--- src/design/read_guard_pkg.sv ---
// Read guard package: sizes, index width helper, bus, config and status structs
package read_guard_pkg;

  // Default sizes
  localparam int unsigned IdWidth    = 4;
  localparam int unsigned LenWidth   = 8;
  localparam int unsigned CntWidth   = 12;
  localparam int unsigned DefMaxTxns = 8;

  // Index width for a table of n entries, never below one bit
  function automatic int unsigned idx_width(input int unsigned n);
    return (n > 1) ? $clog2(n) : 1;
  endfunction

  // Status counter holds 0..DefMaxTxns
  localparam int unsigned OpenCntWidth = idx_width(DefMaxTxns) + 1;

  typedef logic [IdWidth-1:0] id_t;

  // Manager side of the read channels
  typedef struct packed {
    logic                ar_valid;
    id_t                 ar_id;
    logic [LenWidth-1:0] ar_len;
    logic                r_ready;
  } rd_req_t;

  // Subordinate side of the read channels
  typedef struct packed {
    logic ar_ready;
    logic r_valid;
    id_t  r_id;
    logic r_last;
  } rd_rsp_t;

  // Software settings
  typedef struct packed {
    logic                enable;
    logic [CntWidth-1:0] budget;
  } guard_cfg_t;

  // Reported state
  typedef struct packed {
    logic [OpenCntWidth-1:0] open_cnt;
    logic                    timeout_seen;
    id_t                     timeout_id;
    logic                    full;
  } guard_status_t;

endpackage

--- src/design/rd_txn_table.sv ---
// Outstanding read table: ID match, lowest free slot search, in-order retirement per ID
`timescale 1ns/1ps

module rd_txn_table import read_guard_pkg::*; #(
  parameter int unsigned MaxRdTxns = DefMaxTxns,
  localparam int unsigned IdxWidth = idx_width(MaxRdTxns)
) (
  input  logic                             clk_i,
  input  logic                             rst_i,
  input  logic                             flush_i,
  input  rd_req_t                          mst_req_i,
  input  rd_rsp_t                          slv_rsp_i,
  output logic [MaxRdTxns-1:0]             entry_valid_o,
  output id_t  [MaxRdTxns-1:0]             entry_id_o,
  output logic                             alloc_en_o,
  output logic [IdxWidth-1:0]              alloc_idx_o,
  output logic [IdxWidth:0]                open_cnt_o,
  output logic                             full_o
);

  logic [MaxRdTxns-1:0]               valid_q;
  id_t  [MaxRdTxns-1:0]               id_q;
  // Position of the entry among open reads of the same ID, 0 is oldest
  logic [MaxRdTxns-1:0][IdxWidth-1:0] seq_q;

  logic                 ar_hs;
  logic                 r_done;
  logic [MaxRdTxns-1:0] id_hit_ar;
  logic [MaxRdTxns-1:0] id_hit_r;
  logic [MaxRdTxns-1:0] retire_vec;
  logic                 retire_hit;
  logic                 have_free;
  logic [IdxWidth-1:0]  free_idx;
  logic [IdxWidth:0]    same_id_cnt;
  logic [IdxWidth:0]    valid_cnt;
  logic [IdxWidth-1:0]  new_seq;
  logic [IdxWidth:0]    open_cnt_q;
  logic                 full_q;

  assign ar_hs  = mst_req_i.ar_valid & slv_rsp_i.ar_ready;
  assign r_done = slv_rsp_i.r_valid & mst_req_i.r_ready & slv_rsp_i.r_last;

  // Per-entry ID compares
  always_comb begin
    for (int i = 0; i < MaxRdTxns; i++) begin
      id_hit_ar[i]  = valid_q[i] && (id_q[i] == mst_req_i.ar_id);
      id_hit_r[i]   = valid_q[i] && (id_q[i] == slv_rsp_i.r_id);
      retire_vec[i] = id_hit_r[i] && (seq_q[i] == '0);
    end
  end

  // Last beat with no matching open read is dropped here
  assign retire_hit = r_done && (|retire_vec);

  // Lowest free slot
  always_comb begin
    have_free = 1'b0;
    free_idx  = '0;
    for (int i = MaxRdTxns - 1; i >= 0; i--) begin
      if (!valid_q[i]) begin
        have_free = 1'b1;
        free_idx  = IdxWidth'(i);
      end
    end
  end

  // Open reads per ID and in total
  always_comb begin
    same_id_cnt = '0;
    valid_cnt   = '0;
    for (int i = 0; i < MaxRdTxns; i++) begin
      same_id_cnt = same_id_cnt + (IdxWidth + 1)'(id_hit_ar[i]);
      valid_cnt   = valid_cnt + (IdxWidth + 1)'(valid_q[i]);
    end
    // A same-ID retirement in this cycle moves the new read up by one
    if (retire_hit && (slv_rsp_i.r_id == mst_req_i.ar_id)) begin
      same_id_cnt = same_id_cnt - 1'b1;
    end
  end

  assign new_seq     = IdxWidth'(same_id_cnt);
  assign alloc_en_o  = ar_hs && have_free && !flush_i;
  assign alloc_idx_o = free_idx;

  always_ff @(posedge clk_i) begin
    if (rst_i || flush_i) begin
      valid_q <= '0;
    end else begin
      for (int i = 0; i < MaxRdTxns; i++) begin
        if (retire_hit && retire_vec[i]) begin
          valid_q[i] <= 1'b0;
        end
      end
      if (alloc_en_o) begin
        valid_q[free_idx] <= 1'b1;
      end
    end
  end

  // Entry payload
  always_ff @(posedge clk_i) begin
    for (int i = 0; i < MaxRdTxns; i++) begin
      if (retire_hit && id_hit_r[i] && !retire_vec[i]) begin
        seq_q[i] <= seq_q[i] - 1'b1;
      end
    end
    if (alloc_en_o) begin
      id_q[free_idx]  <= mst_req_i.ar_id;
      seq_q[free_idx] <= new_seq;
    end
  end

  // Counts trail the table by one edge
  always_ff @(posedge clk_i) begin
    if (rst_i || flush_i) begin
      open_cnt_q <= '0;
      full_q     <= 1'b0;
    end else begin
      open_cnt_q <= valid_cnt;
      full_q     <= &valid_q;
    end
  end

  assign entry_valid_o = valid_q;
  assign entry_id_o    = id_q;
  assign open_cnt_o    = open_cnt_q;
  assign full_o        = full_q;

endmodule

--- src/design/rd_budget_timer.sv ---
// Per-entry age counters and timeout detection against the software budget
`timescale 1ns/1ps

module rd_budget_timer import read_guard_pkg::*; #(
  parameter int unsigned MaxRdTxns = DefMaxTxns,
  localparam int unsigned IdxWidth = idx_width(MaxRdTxns)
) (
  input  logic                 clk_i,
  input  logic                 rst_i,
  input  logic                 flush_i,
  input  guard_cfg_t           cfg_i,
  input  logic [MaxRdTxns-1:0] entry_valid_i,
  input  logic                 alloc_en_i,
  input  logic [IdxWidth-1:0]  alloc_idx_i,
  output logic                 timeout_o,
  output logic [IdxWidth-1:0]  timeout_idx_o
);

  logic [MaxRdTxns-1:0][CntWidth-1:0] age_q;
  logic [MaxRdTxns-1:0]               expired;

  // Age starts at zero on the accepting edge
  always_ff @(posedge clk_i) begin
    if (rst_i || flush_i) begin
      age_q <= '0;
    end else begin
      for (int i = 0; i < MaxRdTxns; i++) begin
        if (alloc_en_i && (alloc_idx_i == IdxWidth'(i))) begin
          age_q[i] <= '0;
        end else if (entry_valid_i[i] && (age_q[i] != '1)) begin
          // saturate rather than wrap
          age_q[i] <= age_q[i] + 1'b1;
        end
      end
    end
  end

  // Pulses on the cycle the age reaches the budget
  always_comb begin
    for (int i = 0; i < MaxRdTxns; i++) begin
      expired[i] = cfg_i.enable && entry_valid_i[i] && (age_q[i] == cfg_i.budget);
    end
  end

  // Lowest expired entry wins
  always_comb begin
    timeout_o     = 1'b0;
    timeout_idx_o = '0;
    for (int i = MaxRdTxns - 1; i >= 0; i--) begin
      if (expired[i]) begin
        timeout_o     = 1'b1;
        timeout_idx_o = IdxWidth'(i);
      end
    end
  end

endmodule

--- src/design/rd_reset_handler.sv ---
// Four-phase reset request FSM, interrupt, table flush and sticky timeout record
`timescale 1ns/1ps

module rd_reset_handler import read_guard_pkg::*; (
  input  logic clk_i,
  input  logic rst_i,
  input  logic timeout_i,
  input  id_t  timeout_id_i,
  input  logic reset_clear_i,
  output logic reset_req_o,
  output logic irq_o,
  output logic flush_o,
  output logic timeout_seen_o,
  output id_t  timeout_id_o
);

  typedef enum logic [1:0] {
    StIdle,
    StRequest,
    StWaitRelease
  } state_e;

  state_e state_q;
  state_e state_d;
  logic   seen_q;
  id_t    id_q;

  always_comb begin
    state_d = state_q;
    case (state_q)
      StIdle: begin
        if (timeout_i) begin
          state_d = StRequest;
        end
      end
      StRequest: begin
        if (reset_clear_i) begin
          state_d = StWaitRelease;
        end
      end
      StWaitRelease: begin
        // No new request until the clear has dropped
        if (!reset_clear_i) begin
          state_d = StIdle;
        end
      end
      default: state_d = StIdle;
    endcase
  end

  always_ff @(posedge clk_i) begin
    if (rst_i) begin
      state_q <= StIdle;
    end else begin
      state_q <= state_d;
    end
  end

  // First timeout since reset is kept
  always_ff @(posedge clk_i) begin
    if (rst_i) begin
      seen_q <= 1'b0;
      id_q   <= '0;
    end else if ((state_q == StIdle) && timeout_i && !seen_q) begin
      seen_q <= 1'b1;
      id_q   <= timeout_id_i;
    end
  end

  assign reset_req_o    = (state_q == StRequest);
  assign irq_o          = (state_q == StRequest);
  // Table empties on the edge that drops the request
  assign flush_o        = (state_q == StRequest) && reset_clear_i;
  assign timeout_seen_o = seen_q;
  assign timeout_id_o   = id_q;

endmodule

--- src/design/read_guard.sv ---
// Read guard top level: table, budget timer, reset handler and status packing
`timescale 1ns/1ps

module read_guard import read_guard_pkg::*; #(
  parameter int unsigned MaxRdTxns = DefMaxTxns,
  localparam int unsigned IdxWidth = idx_width(MaxRdTxns)
) (
  input  logic          clk_i,
  input  logic          rst_i,
  input  guard_cfg_t    cfg_i,
  input  rd_req_t       mst_req_i,
  input  rd_rsp_t       slv_rsp_i,
  input  logic          reset_clear_i,
  output logic          reset_req_o,
  output logic          irq_o,
  output guard_status_t status_o
);

  logic                 flush;
  logic [MaxRdTxns-1:0] entry_valid;
  id_t  [MaxRdTxns-1:0] entry_id;
  logic                 alloc_en;
  logic [IdxWidth-1:0]  alloc_idx;
  logic [IdxWidth:0]    open_cnt;
  logic                 full;
  logic                 timeout;
  logic [IdxWidth-1:0]  timeout_idx;
  id_t                  timeout_entry_id;
  logic                 timeout_seen;
  id_t                  timeout_id;

  rd_txn_table #(
    .MaxRdTxns ( MaxRdTxns )
  ) i_rd_txn_table (
    .clk_i         ( clk_i       ),
    .rst_i         ( rst_i       ),
    .flush_i       ( flush       ),
    .mst_req_i     ( mst_req_i   ),
    .slv_rsp_i     ( slv_rsp_i   ),
    .entry_valid_o ( entry_valid ),
    .entry_id_o    ( entry_id    ),
    .alloc_en_o    ( alloc_en    ),
    .alloc_idx_o   ( alloc_idx   ),
    .open_cnt_o    ( open_cnt    ),
    .full_o        ( full        )
  );

  rd_budget_timer #(
    .MaxRdTxns ( MaxRdTxns )
  ) i_rd_budget_timer (
    .clk_i         ( clk_i       ),
    .rst_i         ( rst_i       ),
    .flush_i       ( flush       ),
    .cfg_i         ( cfg_i       ),
    .entry_valid_i ( entry_valid ),
    .alloc_en_i    ( alloc_en    ),
    .alloc_idx_i   ( alloc_idx   ),
    .timeout_o     ( timeout     ),
    .timeout_idx_o ( timeout_idx )
  );

  // ID of the expiring entry for the status record
  assign timeout_entry_id = entry_id[timeout_idx];

  rd_reset_handler i_rd_reset_handler (
    .clk_i          ( clk_i            ),
    .rst_i          ( rst_i            ),
    .timeout_i      ( timeout          ),
    .timeout_id_i   ( timeout_entry_id ),
    .reset_clear_i  ( reset_clear_i    ),
    .reset_req_o    ( reset_req_o      ),
    .irq_o          ( irq_o            ),
    .flush_o        ( flush            ),
    .timeout_seen_o ( timeout_seen     ),
    .timeout_id_o   ( timeout_id       )
  );

  always_comb begin
    status_o.open_cnt     = OpenCntWidth'(open_cnt);
    status_o.timeout_seen = timeout_seen;
    status_o.timeout_id   = timeout_id;
    status_o.full         = full;
  end

endmodule

--- config.mk ---
export PLATFORM = sky130hd
export DESIGN_NAME = read_guard
export DESIGN_NICKNAME = d
export VERILOG_FILES = /design/src/design/read_guard_pkg.sv /design/src/design/rd_txn_table.sv /design/src/design/rd_budget_timer.sv /design/src/design/rd_reset_handler.sv /design/src/design/read_guard.sv
export SDC_FILE = /design/constraint.sdc
export NUM_CORES = 1
export LEC_CHECK = 0
export BUFFER_PORTS_ARGS = -buffer_cell sky130_fd_sc_hd__buf_4
export CAP_MARGIN = 40
export CORE_ASPECT_RATIO = 0.5
export CORE_MARGIN = 2
export CORE_UTILIZATION = 56
export CTS_BUF_LIST = sky130_fd_sc_hd__clkbuf_8
export CTS_CLUSTER_SIZE = 14
export DETAILED_ROUTE_END_ITERATION = 16
export GPL_TIMING_DRIVEN = 0
export PLACE_DENSITY = 0.81
export SETUP_SLACK_MARGIN = 0.15
export SLEW_MARGIN = 20
export SYNTH_ARGS = -nofsm -noshare
export SYNTH_HDL_FRONTEND = slang
export SYNTH_HIERARCHICAL = 1
export SYNTH_SLANG_ARGS = --single-unit
--- constraint.sdc ---
create_clock -name clk_i -period 7.5 [get_ports clk_i]
set_input_delay 1.5 -clock clk_i [delete_from_list [all_inputs] [get_ports clk_i]]
set_output_delay 1.5 -clock clk_i [all_outputs]
set_load 0.05 [all_outputs]
# [Word level (Yosys, flattened, before mapping)]
# Cells that the tools add are included.
[word_totals] reg_bits=172 input_bits=37 output_inout_bits=12
[op_classes] add_sub_neg=31 order_cmp=3 n_eq_ne=45 muxes=73 n_bitwise=4 n_reduce_logical=120
[ops] operator="$add A12 B1 Y12 const B" n=8
[ops] operator="$eq A12 B12 Y1" n=8
[ops] operator="$ne A12 B12 Y1 const B" n=8
[ops] operator="$logic_and A1 B1 Y1" n=88
[ops] operator="$mux W3" n=26
[ops] operator="$eq A4 B4 Y1" n=17
[ops] operator="$mux W1" n=33
[ops] operator="$bwmux W32" n=1
[ops] operator="$logic_not A3 Y1" n=9
[ops] operator="$sub A3 B1 Y3 const B" n=9
[ops] operator="$add A4 B1 Y4" n=6
[ops] operator="$bwmux W24" n=1
[ops] operator="$mux W24" n=1
[ops] operator="$add A3 B1 Y3" n=6
[ops] operator="$reduce_or A2 Y1" n=8
[ops] operator="$bmux W4 S3" n=1
[ops] operator="$demux W4 S3" n=1
[ops] operator="$eq A3 B3 Y1 const B" n=4
[ops] operator="$logic_not A1 Y1" n=10
[ops] operator="$demux W3 S3" n=1
[ops] operator="$lt A3 B4 Y1 const B" n=2
[ops] operator="$mux W4" n=2
[ops] operator="$mux W8" n=1
[ops] operator="$or A8 B8 Y8" n=1
[ops] operator="other kinds (17)" n=24

# [Longest topological paths before layout]
# Gate-level depths: netlist of run 1.
[depth] ltp_word=14 mapped_depth=16

# [Hierarchy]
# Netlist of run 1, hierarchy kept.
[modules_own_cells] module="rd_budget_timer" instances=1 cells_per_inst=660 area_each_um2=5487.8 seq_area_each_um2=1921.8
[modules_own_cells] module="rd_txn_table" instances=1 cells_per_inst=443 area_each_um2=4409.2 seq_area_each_um2=1701.6
[modules_own_cells] module="rd_reset_handler" instances=1 cells_per_inst=31 area_each_um2=324.1 seq_area_each_um2=140.1
[modules_own_cells] module="read_guard" instances=1 cells_per_inst=16 area_each_um2=285.3 seq_area_each_um2=0.0

# [Worst setup path after synthesis of run 1]
# No wires, ideal clock.
[synth_timing] kind="in2reg" start="input mst_req_i[11] in the netlist's numbering" end="register i_rd_txn_table/seq_q[2] in the netlist's numbering" arrival_ns=5.127 required_ns=7.353 slack_ns=2.226 cell_stages=15 n_path_buf=1 path_cell_list="buf_2 xor2_1 nor4_1 fa_1 inv_1 fa_1 fa_1 inv_1 ha_1 fa_1 inv_1 ha_1 o2111ai_1 xnor2_2 a22oi_1"
[synth_via] elab_chain_cells=13 elab_cells_between_ends=29 classes_between="add/sub: 8; eq/ne: 9; mux: 3; reduce/logical: 9"
[synth_lines] element="start: declaration" line="read_guard.sv:11" source="input rd_req_t mst_req_i,"
[synth_lines] element="$eq A4 B4 Y1" line="rd_txn_table.sv:46" source="id_hit_ar[i] = valid_q[i] && (id_q[i] == mst_req_i.ar_id);"
[synth_lines] element="$logic_and A1 B1 Y1" line="rd_txn_table.sv:46"
[synth_lines] element="$add A1 B1 Y2" line="rd_txn_table.sv:72" source="same_id_cnt = same_id_cnt + (IdxWidth + 1)'(id_hit_ar[i]);"
[synth_lines] element="$add A3 B1 Y3 (6 in a row)" line="rd_txn_table.sv:72"
[synth_lines] element="$sub A3 B1 Y3" line="rd_txn_table.sv:77" source="same_id_cnt = same_id_cnt - 1'b1;"
[synth_lines] element="$mux W3 (*)" line="rd_txn_table.sv:76" source="if (retire_hit && (slv_rsp_i.r_id == mst_req_i.ar_id)) begin"
[synth_lines] element="$bwmux W24 (*)" line="rd_txn_table.sv:109" source="seq_q[free_idx] <= new_seq;"
[synth_lines] element="$mux W24 (*)" line="rd_txn_table.sv:107" source="if (alloc_en_o) begin"
[synth_lines] element="end signal: indexed assignment" line="rd_txn_table.sv:104" source="seq_q[i] <= seq_q[i] - 1'b1;"
[synth_lines] element="end signal: indexed assignment" line="rd_txn_table.sv:109"
[synth_lines] element="end: declaration" line="rd_txn_table.sv:24" source="logic [MaxRdTxns-1:0][IdxWidth-1:0] seq_q;"
# Mark *: on every way between the ends. The rest lies on a longest branch, timed or not.
# A chain may end at the register's enable or synchronous reset.

# [Worst setup path after layout of run 1]
[layout_timing] start="input mst_req_i[10] in the netlist's numbering" end="register i_rd_txn_table/seq_q[5] in the netlist's numbering"
# The elaborated chain is that of the path after synthesis.

==> results of run 1 <==
logic make-up after synthesis:
| logic type | Yosys count | synth area share (%) |
|---|---|---|
| flip-flops | 172 | 35.82 |
| AO/OA/AOI/OAI | 112 | 7.157 |
| XOR/XNOR | 248 | 20.82 |
| buffers and inverters | 114 | 4.990 |
| adder cells (fa/ha/maj) | 39 | 5.216 |
| AND/OR/NAND/NOR | 422 | 20.52 |
| multiplexers | 43 | 5.478 |
final timing paths:
path	to	slack, ps	cells after the start
worst min register to register	i_rd_txn_table/seq_q[7]	490	2
worst max register to register	i_rd_txn_table/seq_q[5]	2680	15
worst min-delay path	i_rd_txn_table/seq_q[7]	490	2
worst max-delay path	i_rd_txn_table/seq_q[5]	2010	17
power by group through the flow:
stage	Clock (W)	Sequential, W	Combinational (W)
6_report	0.000731	0.000961	0.000162
5_1_grt	0.000785	0.000962	0.000175
4_1_cts	0.000743	0.000961	0.000159
3_5_place_dp	0	0.000982	0.000157
3_3_place_gp	0	0.000981	0.000149
2_1_floorplan	0	0.000981	0.000113
through the flow:
step / total power, W / setup WS, ps / hold WS, ps / util, % / area [um2]
finish: 0.001854 / 2013 / 486.5 / 62.24 / 11450
global route: 0.001923 / 1755 / 517.0 / 62.24 / 11450
CTS: 0.001863 / 2074 / 485.8 / 62.21 / 11440
detailed placement: 0.001139 / 1591 / 472.1 / 59.81 / 11000
global placement: 0.001130 / 1654 / 466.1 / 59.69 / 10980
floorplan: 0.001094 / 2226 / 450.0 / - / 10510
registers in the layout, indices dropped and copies added (netlist names):
signal,count
i_rd_budget_timer/age_q,96
i_rd_txn_table/entry_id_o,32
i_rd_txn_table/seq_q,24
i_rd_txn_table/entry_valid_o,8
i_rd_reset_handler/timeout_id_o,4
i_rd_txn_table/open_cnt_o,4
i_rd_reset_handler/state_q,2
i_rd_reset_handler/timeout_seen_o,1
i_rd_txn_table/full_o,1
per-layer routing:
metal | track usage (%) | wire length, um
met1 | 33.12 | 10620
met2 | 45.94 | 12240
met3 | 4.450 | 1941
met4 | 10.82 | 681
met5 | 0 | 0
placed cells by master (no fill, tap or decap), drive strengths merged, types with 41 or more instances in the layout:
| cell | Yosys | routed |
|---|---|---|
| xor2 | 86 | 86 |
| nand2 | 63 | 63 |
| xnor2 | 162 | 162 |
| dfxtp | 140 | 140 |
| buf | 30 | 55 |
| inv | 67 | 74 |
| nor3 | 41 | 41 |
| nor2 | 125 | 125 |
| nand3 | 55 | 55 |
cell type report:
type                       count  area, um2  area share [%]
buffer                        47      272.8           2.383
clock buffer                  17      234.0           2.044
clock inverter                15      207.7           1.814
inverter                      67      251.5           2.197
multi-input combinational    864       6225           54.38
sequential                   172       3764           32.88
tap                          240      300.3           2.623
timing repair buffer          26      192.7           1.683
critical path: stages:
cell and delay (ps):
buf_4 140, buf_2 310, xnor2_1 160, nand2_1 70, nor4_1 330, fa_1 480, inv_1 100, fa_1 430
fa_1 550, inv_1 40, ha_1 200, fa_1 420, inv_1 90, ha_1 140, o2111ai_1 150, xnor2_2 500
a22oi_1 170
==> impl_metrics.yaml, run 1 <==
job:
  drv_cap: 0
grt:
  first_global_vias: 8307
  grt_usage_pct: 26.45
  antenna_found_initial: 0
  grt_max_degree: 17
  grt_pass1_wl_mm: 41.13
  grt-ovfl-total: 0
timing:
  setup_tns_ps: 0
  tightest_slew_ps: 868.5
  finalCritPeriodShare_pct: 73.16
  slew-limit-headroom_pct: 41.89
  finalSetupViolations: 0
  rsz0062_at_grt: "false"
  min_period_ps: 5487
  drv_slew: 0
  skew_ps: 18.61
  hold_viol: 0
  max_freq_mhz: 182.2
placed_design:
  io_buffers: 23
  dpl.hpwl_mm: 18.22
  dp.cells: 1415
  gp_congestion: 0.8990
die:
  start_util_pct: 57.12
  die_area_mm2: 0.01994
  std_cell_rows: 35
  dieHeight_um: 100.9
  coreArea_mm2: 0.01839
  num_io_pins: 49
  die_w_um: 197.7
critical_path:
  crit_required_ps: 7810
  crit_path_end_kind: "register"
  worstSetupPathType: "in2reg"
  cp-startpoint: "mst_req_i[10]"
  crit_path_max_fanout: 9
  start_kind: "input port"
  cp.arrival_ps: 5790
  rr_startpoint: "i_rd_txn_table/entry_valid_o[3]"
cts:
  numClockSinks: 172
  cts_hold_buf: 0
  postCtsSetupRepairBufs: 0
  cts_buffers: 17
  path_clk_slew_ps: 80
  ctsLongestPathBuffers: 2
  tritoncts: "built"
  cts.root.buffer_cell: "clkbuf_8"
  clkLatencyLatePin_ps: 470
  htree_levels: 4
  cts_resized: 0
logic_synthesis:
  syn_inst: 1150
  syn-mean-instance-area_um2: 9.136
  yosysUniqueCellTypes: 70
  post-synth-top-count-cell: "xnor2_1"
  async_flop_share_pct: 0
  synth_area_mm2: 0.01051
  synth_top_area_cell: "dfxtp_1"
  synthTopCellsByArea: "dfxtp_1 27%, xnor2_1 13%, edfxtp_1 9.1%"
  syn-num-nets: 1226
  synth-edff-count: 32
  synth_warnings: 6
  ys_ff_latch: 172
  synth_top_cell_area_share_pct: 26.68
  synth_commonest_cells: "160 x xnor2_1, 140 x dfxtp_1, 123 x nor2_1, 86 x xor2_1, 67 x inv_1"
  yosysSeqAreaShare_pct: 35.82
  synth_ff_type: "dfxtp_1"
power_and_ir_drop:
  power.internal_w: 0.001382
  p_comb_share_pct: 8.7
  power_frac_clock_pct: 39.4
  seqPwrFrac_pct: 51.8
  power.density_mw_per_mm2: 162.0
  swShare_pct: 25.47
  irDropWorstVdd_mv: 0.1192
  switching_power_w: 0.0004724
  p_leak_nw: 3.944
final_layout:
  final_cells: 1448
  fill_cells: 1491
  syn_to_final_growth_pct: 8.955
  fin_nets: 1271
  drive_gt1_share_pct: 10.18
  antennaDiodeCount: 0
min_path:
  hold_path.class: "reg2reg"
  hold_start: "i_rd_txn_table/seq_q[7]"
run_status:
  status: "completed"
drt:
  ant_nets: 0
  wl_per_cell_um: 17.60
  firstDrtPassIters: 7
  vias: 8578
  vias_per_cell: 5.924
  drt-total-wl_mm: 25.49
  drc: 0
  drt_iter0_markers: 637
(Power assumes the default switching activity.)
==> run 2: changes to the inputs <==
--- a/config.mk
+++ b/config.mk
@@ -5,6 +5,7 @@
 export SDC_FILE = /design/constraint.sdc
 export NUM_CORES = 1
 export LEC_CHECK = 0
+export ABC_AREA = 1
 export BUFFER_PORTS_ARGS = -buffer_cell sky130_fd_sc_hd__buf_4
 export CAP_MARGIN = 40
 export CORE_ASPECT_RATIO = 0.5
@@ -14,7 +15,7 @@
 export CTS_CLUSTER_SIZE = 14
 export DETAILED_ROUTE_END_ITERATION = 16
 export GPL_TIMING_DRIVEN = 0
-export PLACE_DENSITY = 0.81
+export PLACE_DENSITY = 0.8
 export SETUP_SLACK_MARGIN = 0.15
 export SLEW_MARGIN = 20
 export SYNTH_ARGS = -nofsm -noshare
==> constraint.sdc (replaced) <==
create_clock -name clk_i -period 5.27 [get_ports clk_i]
set_input_delay 1.054 -clock clk_i [delete_from_list [all_inputs] [get_ports clk_i]]
set_output_delay 1.054 -clock clk_i [all_outputs]
set_load 0.05 [all_outputs]
==> run 2 against run 1 <==
  * Critical path depth grew 4
  * First-iteration DRC count grew 66%
  * Die area grew 9.3%
  * Non-clock buffer count shrank 4
  * Design area grew 9.7%
  * Combinational power grew 48%
  * Via count grew 35%
  * Highest routed layer unchanged
==> impl_metrics.yaml, run 2 <==
run_status:
  status: "completed"
logic_synthesis:
  synth_ff_type: "dfxtp_1"
  synth_top_family_by_area: "simple AND/OR/NAND/NOR gates"
  synth_warnings: 6
  synth_compound_area_share_pct: 13.57
  synth-xor-area-share_pct: 4.857
  synth_commonest_cells: "420 x nand2_1, 281 x inv_1, 198 x nor2_1, 140 x dfxtp_1, 112 x a21oi_1"
  synth_fa_ha_area_share_pct: 4.759
  ys_ff_latch: 172
  syn-num-nets: 1821
  synth_mux_area_share_pct: 0
  syn-mean-instance-area_um2: 6.599
  yosysUniqueCellTypes: 47
  syn_inst: 1745
  async_flop_share_pct: 0
  synthTopCellsByArea: "dfxtp_1 24%, nand2_1 14%, inv_1 9.2%"
  yosysSeqAreaShare_pct: 32.68
  synth_area_mm2: 0.01152
  post-synth-top-count-cell: "nand2_1"
  synth-simple-area-share_pct: 31.92
  synth_top_cell_area_share_pct: 24.34
  synth-edff-count: 32
  synth_top_area_cell: "dfxtp_1"
critical_path:
  cpPeakStageDelay_ps: 540
  rr_startpoint: "i_rd_txn_table/entry_valid_o[1]"
  cp.arrival_ps: 5330
  crit_path_max_fanout: 15
  crit_required_ps: 5710
  worstSetupPathType: "in2reg"
  crit_path_top_delay_cell: "fa_1"
  crit_path_end_kind: "register"
  worstPathCellList: "buf_4, inv_1, buf_4, o22ai_1, a21oi_1, o2111ai_1, a221oi_2, fa_1, inv_1, fa_1, fa_1, inv_1, ha_1, fa_1, inv_1, ha_1, xor2_1, nand4_1, nand2_4, nor2_1, nor2_1"
  reg2regPathDepth: 16
  start_kind: "input port"
  cp-startpoint: "mst_req_i[9]"
die:
  die_area_mm2: 0.02180
  num_io_pins: 49
  dieHeight_um: 105.4
  std_cell_rows: 37
  coreArea_mm2: 0.02037
  start_util_pct: 56.54
  die_w_um: 206.8
cts:
  htree_levels: 4
  postCtsSetupRepairBufs: 0
  tritoncts: "built"
  cts_buffers: 17
  ctsLongestPathBuffers: 2
  numClockSinks: 172
  clkLatencyLatePin_ps: 510
  path_clk_slew_ps: 90
  cts.root.buffer_cell: "clkbuf_8"
timing:
  max_freq_mhz: 204.7
  skew_ps: 17.31
  slew-limit-headroom_pct: 41.76
  drv_slew: 0
  setup_tns_ps: 0
  setup_slack_ps: 385.9
  finalCritPeriodShare_pct: 92.68
  tightest_slew_ps: 873.6
  hold_viol: 0
  rsz0062_at_grt: "false"
  finalSetupViolations: 0
  min_period_ps: 4884
drt:
  firstDrtPassIters: 9
  drt-total-wl_mm: 31.70
  vias: 11540
  wl_per_cell_um: 15.26
  vias_per_cell: 5.554
  ant_nets: 0
  drc: 0
  drt_iter0_markers: 1057
final_layout:
  drive_gt1_share_pct: 8.532
  max_flop_register: "i_rd_budget_timer/age_q"
  final_common_cell: "nand2_1"
  largest_register_ffs: 96
  fin_nets: 1869
  final_cell_mix: "420 x nand2_1, 283 x inv_1, 198 x nor2_1, 140 x dfxtp_1, 112 x a21oi_1"
  antennaDiodeCount: 0
  syn_to_final_growth_pct: 9.050
min_path:
  hold_path.class: "reg2reg"
  hold_start: "i_rd_budget_timer/age_q[16]"
  holdPathStages: 2
placed_design:
  io_buffers: 27
  gp_congestion: 0.9483
  dpl.hpwl_mm: 23.00
  dp_slack_ps: -476.8
power_and_ir_drop:
  p_leak_nw: 5.434
  irDropWorstVdd_mv: 0.1202
  power.density_mw_per_mm2: 213.3
grt:
  grt_max_degree: 17
  antenna_found_initial: 0
  grt-ovfl-total: 0
  grt_pass1_wl_mm: 50.89
  first_global_vias: 10400
  grt_usage_pct: 29.77
job:
  drv_cap: 0
[run 2: kinds of logic (layout without fill, tap and decap cells)]
| kind of cell | count (synthesis) | in the layout |
|---|---|---|
| flops | 172 | 172 |
| buf+inv | 345 | 405 |
| xor+xnor | 63 | 63 |
| fa+ha+maj | 39 | 39 |
| simple gates | 848 | 848 |
| compound gates | 278 | 278 |
[run 2: through the flow]
step	total power, W	util, %	cells	cell area [um2]	hold slack (ps)
after floorplan	0.001549	-	1745	11520	449.5
after global placement	0.001620	59.21	2045	12060	468.8
after detailed placement	0.001625	59.25	2046	12070	465.4
after CTS	0.002682	61.46	2076	12520	479.4
after global routing	0.002770	61.65	2078	12560	498.5
final	0.002679	61.65	2078	12560	482.0
[run 2: what timing repair did]
| item | 4_1_cts | 5_1_grt |
|---|---|---|
| resized for setup | 0 | 10 |
| setup endpoints to repair | 10 | 16 |
| hold buffers | 0 | 0 |
| pin swaps | 0 | 3 |
[run 2: power by group]
| part | switching [W] | internal, W |
|---|---|---|
| Clock | 0.000490 | 0.000585 |
| Sequential | 0.0000135 | 0.00135 |
| Combinational | 0.000161 | 0.0000790 |
| Total | 0.000665 | 0.00201 |
[run 2: layer usage]
metal	global-route usage [%]	wire length, um	vias up
li1	-	-	5732
met1	39.64	13930	5216
met2	47.49	14110	517
met3	6.092	2814	76
met4	11.65	852	0
met5	0	0	-
[run 2: worst max-delay path, delay by kind of cell]
family                   cells  cell delay, ps
buffers and inverters        6             640
AND/OR/NAND/NOR              4             510
AO/OA/AOI/OAI                4             630
XOR/XNOR                     1             180
adder cells (fa/ha/maj)      6            2310
[run 2: path summary, 6_finish.rpt]
| path | slack, ps | to |
|---|---|---|
| max | 390 | i_rd_txn_table/seq_q[5] |
| min | 480 | i_rd_budget_timer/age_q[16] |
| max reg2reg | 830 | i_rd_txn_table/seq_q[5] |
| min reg2reg | 480 | i_rd_budget_timer/age_q[16] |
[run 2: cell type report]
class	count	area [um2]
clock buffers	23	316.6
multi-input cells	1228	6365
fillers	1925	7811
plain buffers	39	261.5
well taps	273	341.6
inverters	305	1147
flip-flops and latches	172	3764
clock inverters	8	137.6
repair buffers	30	225.2
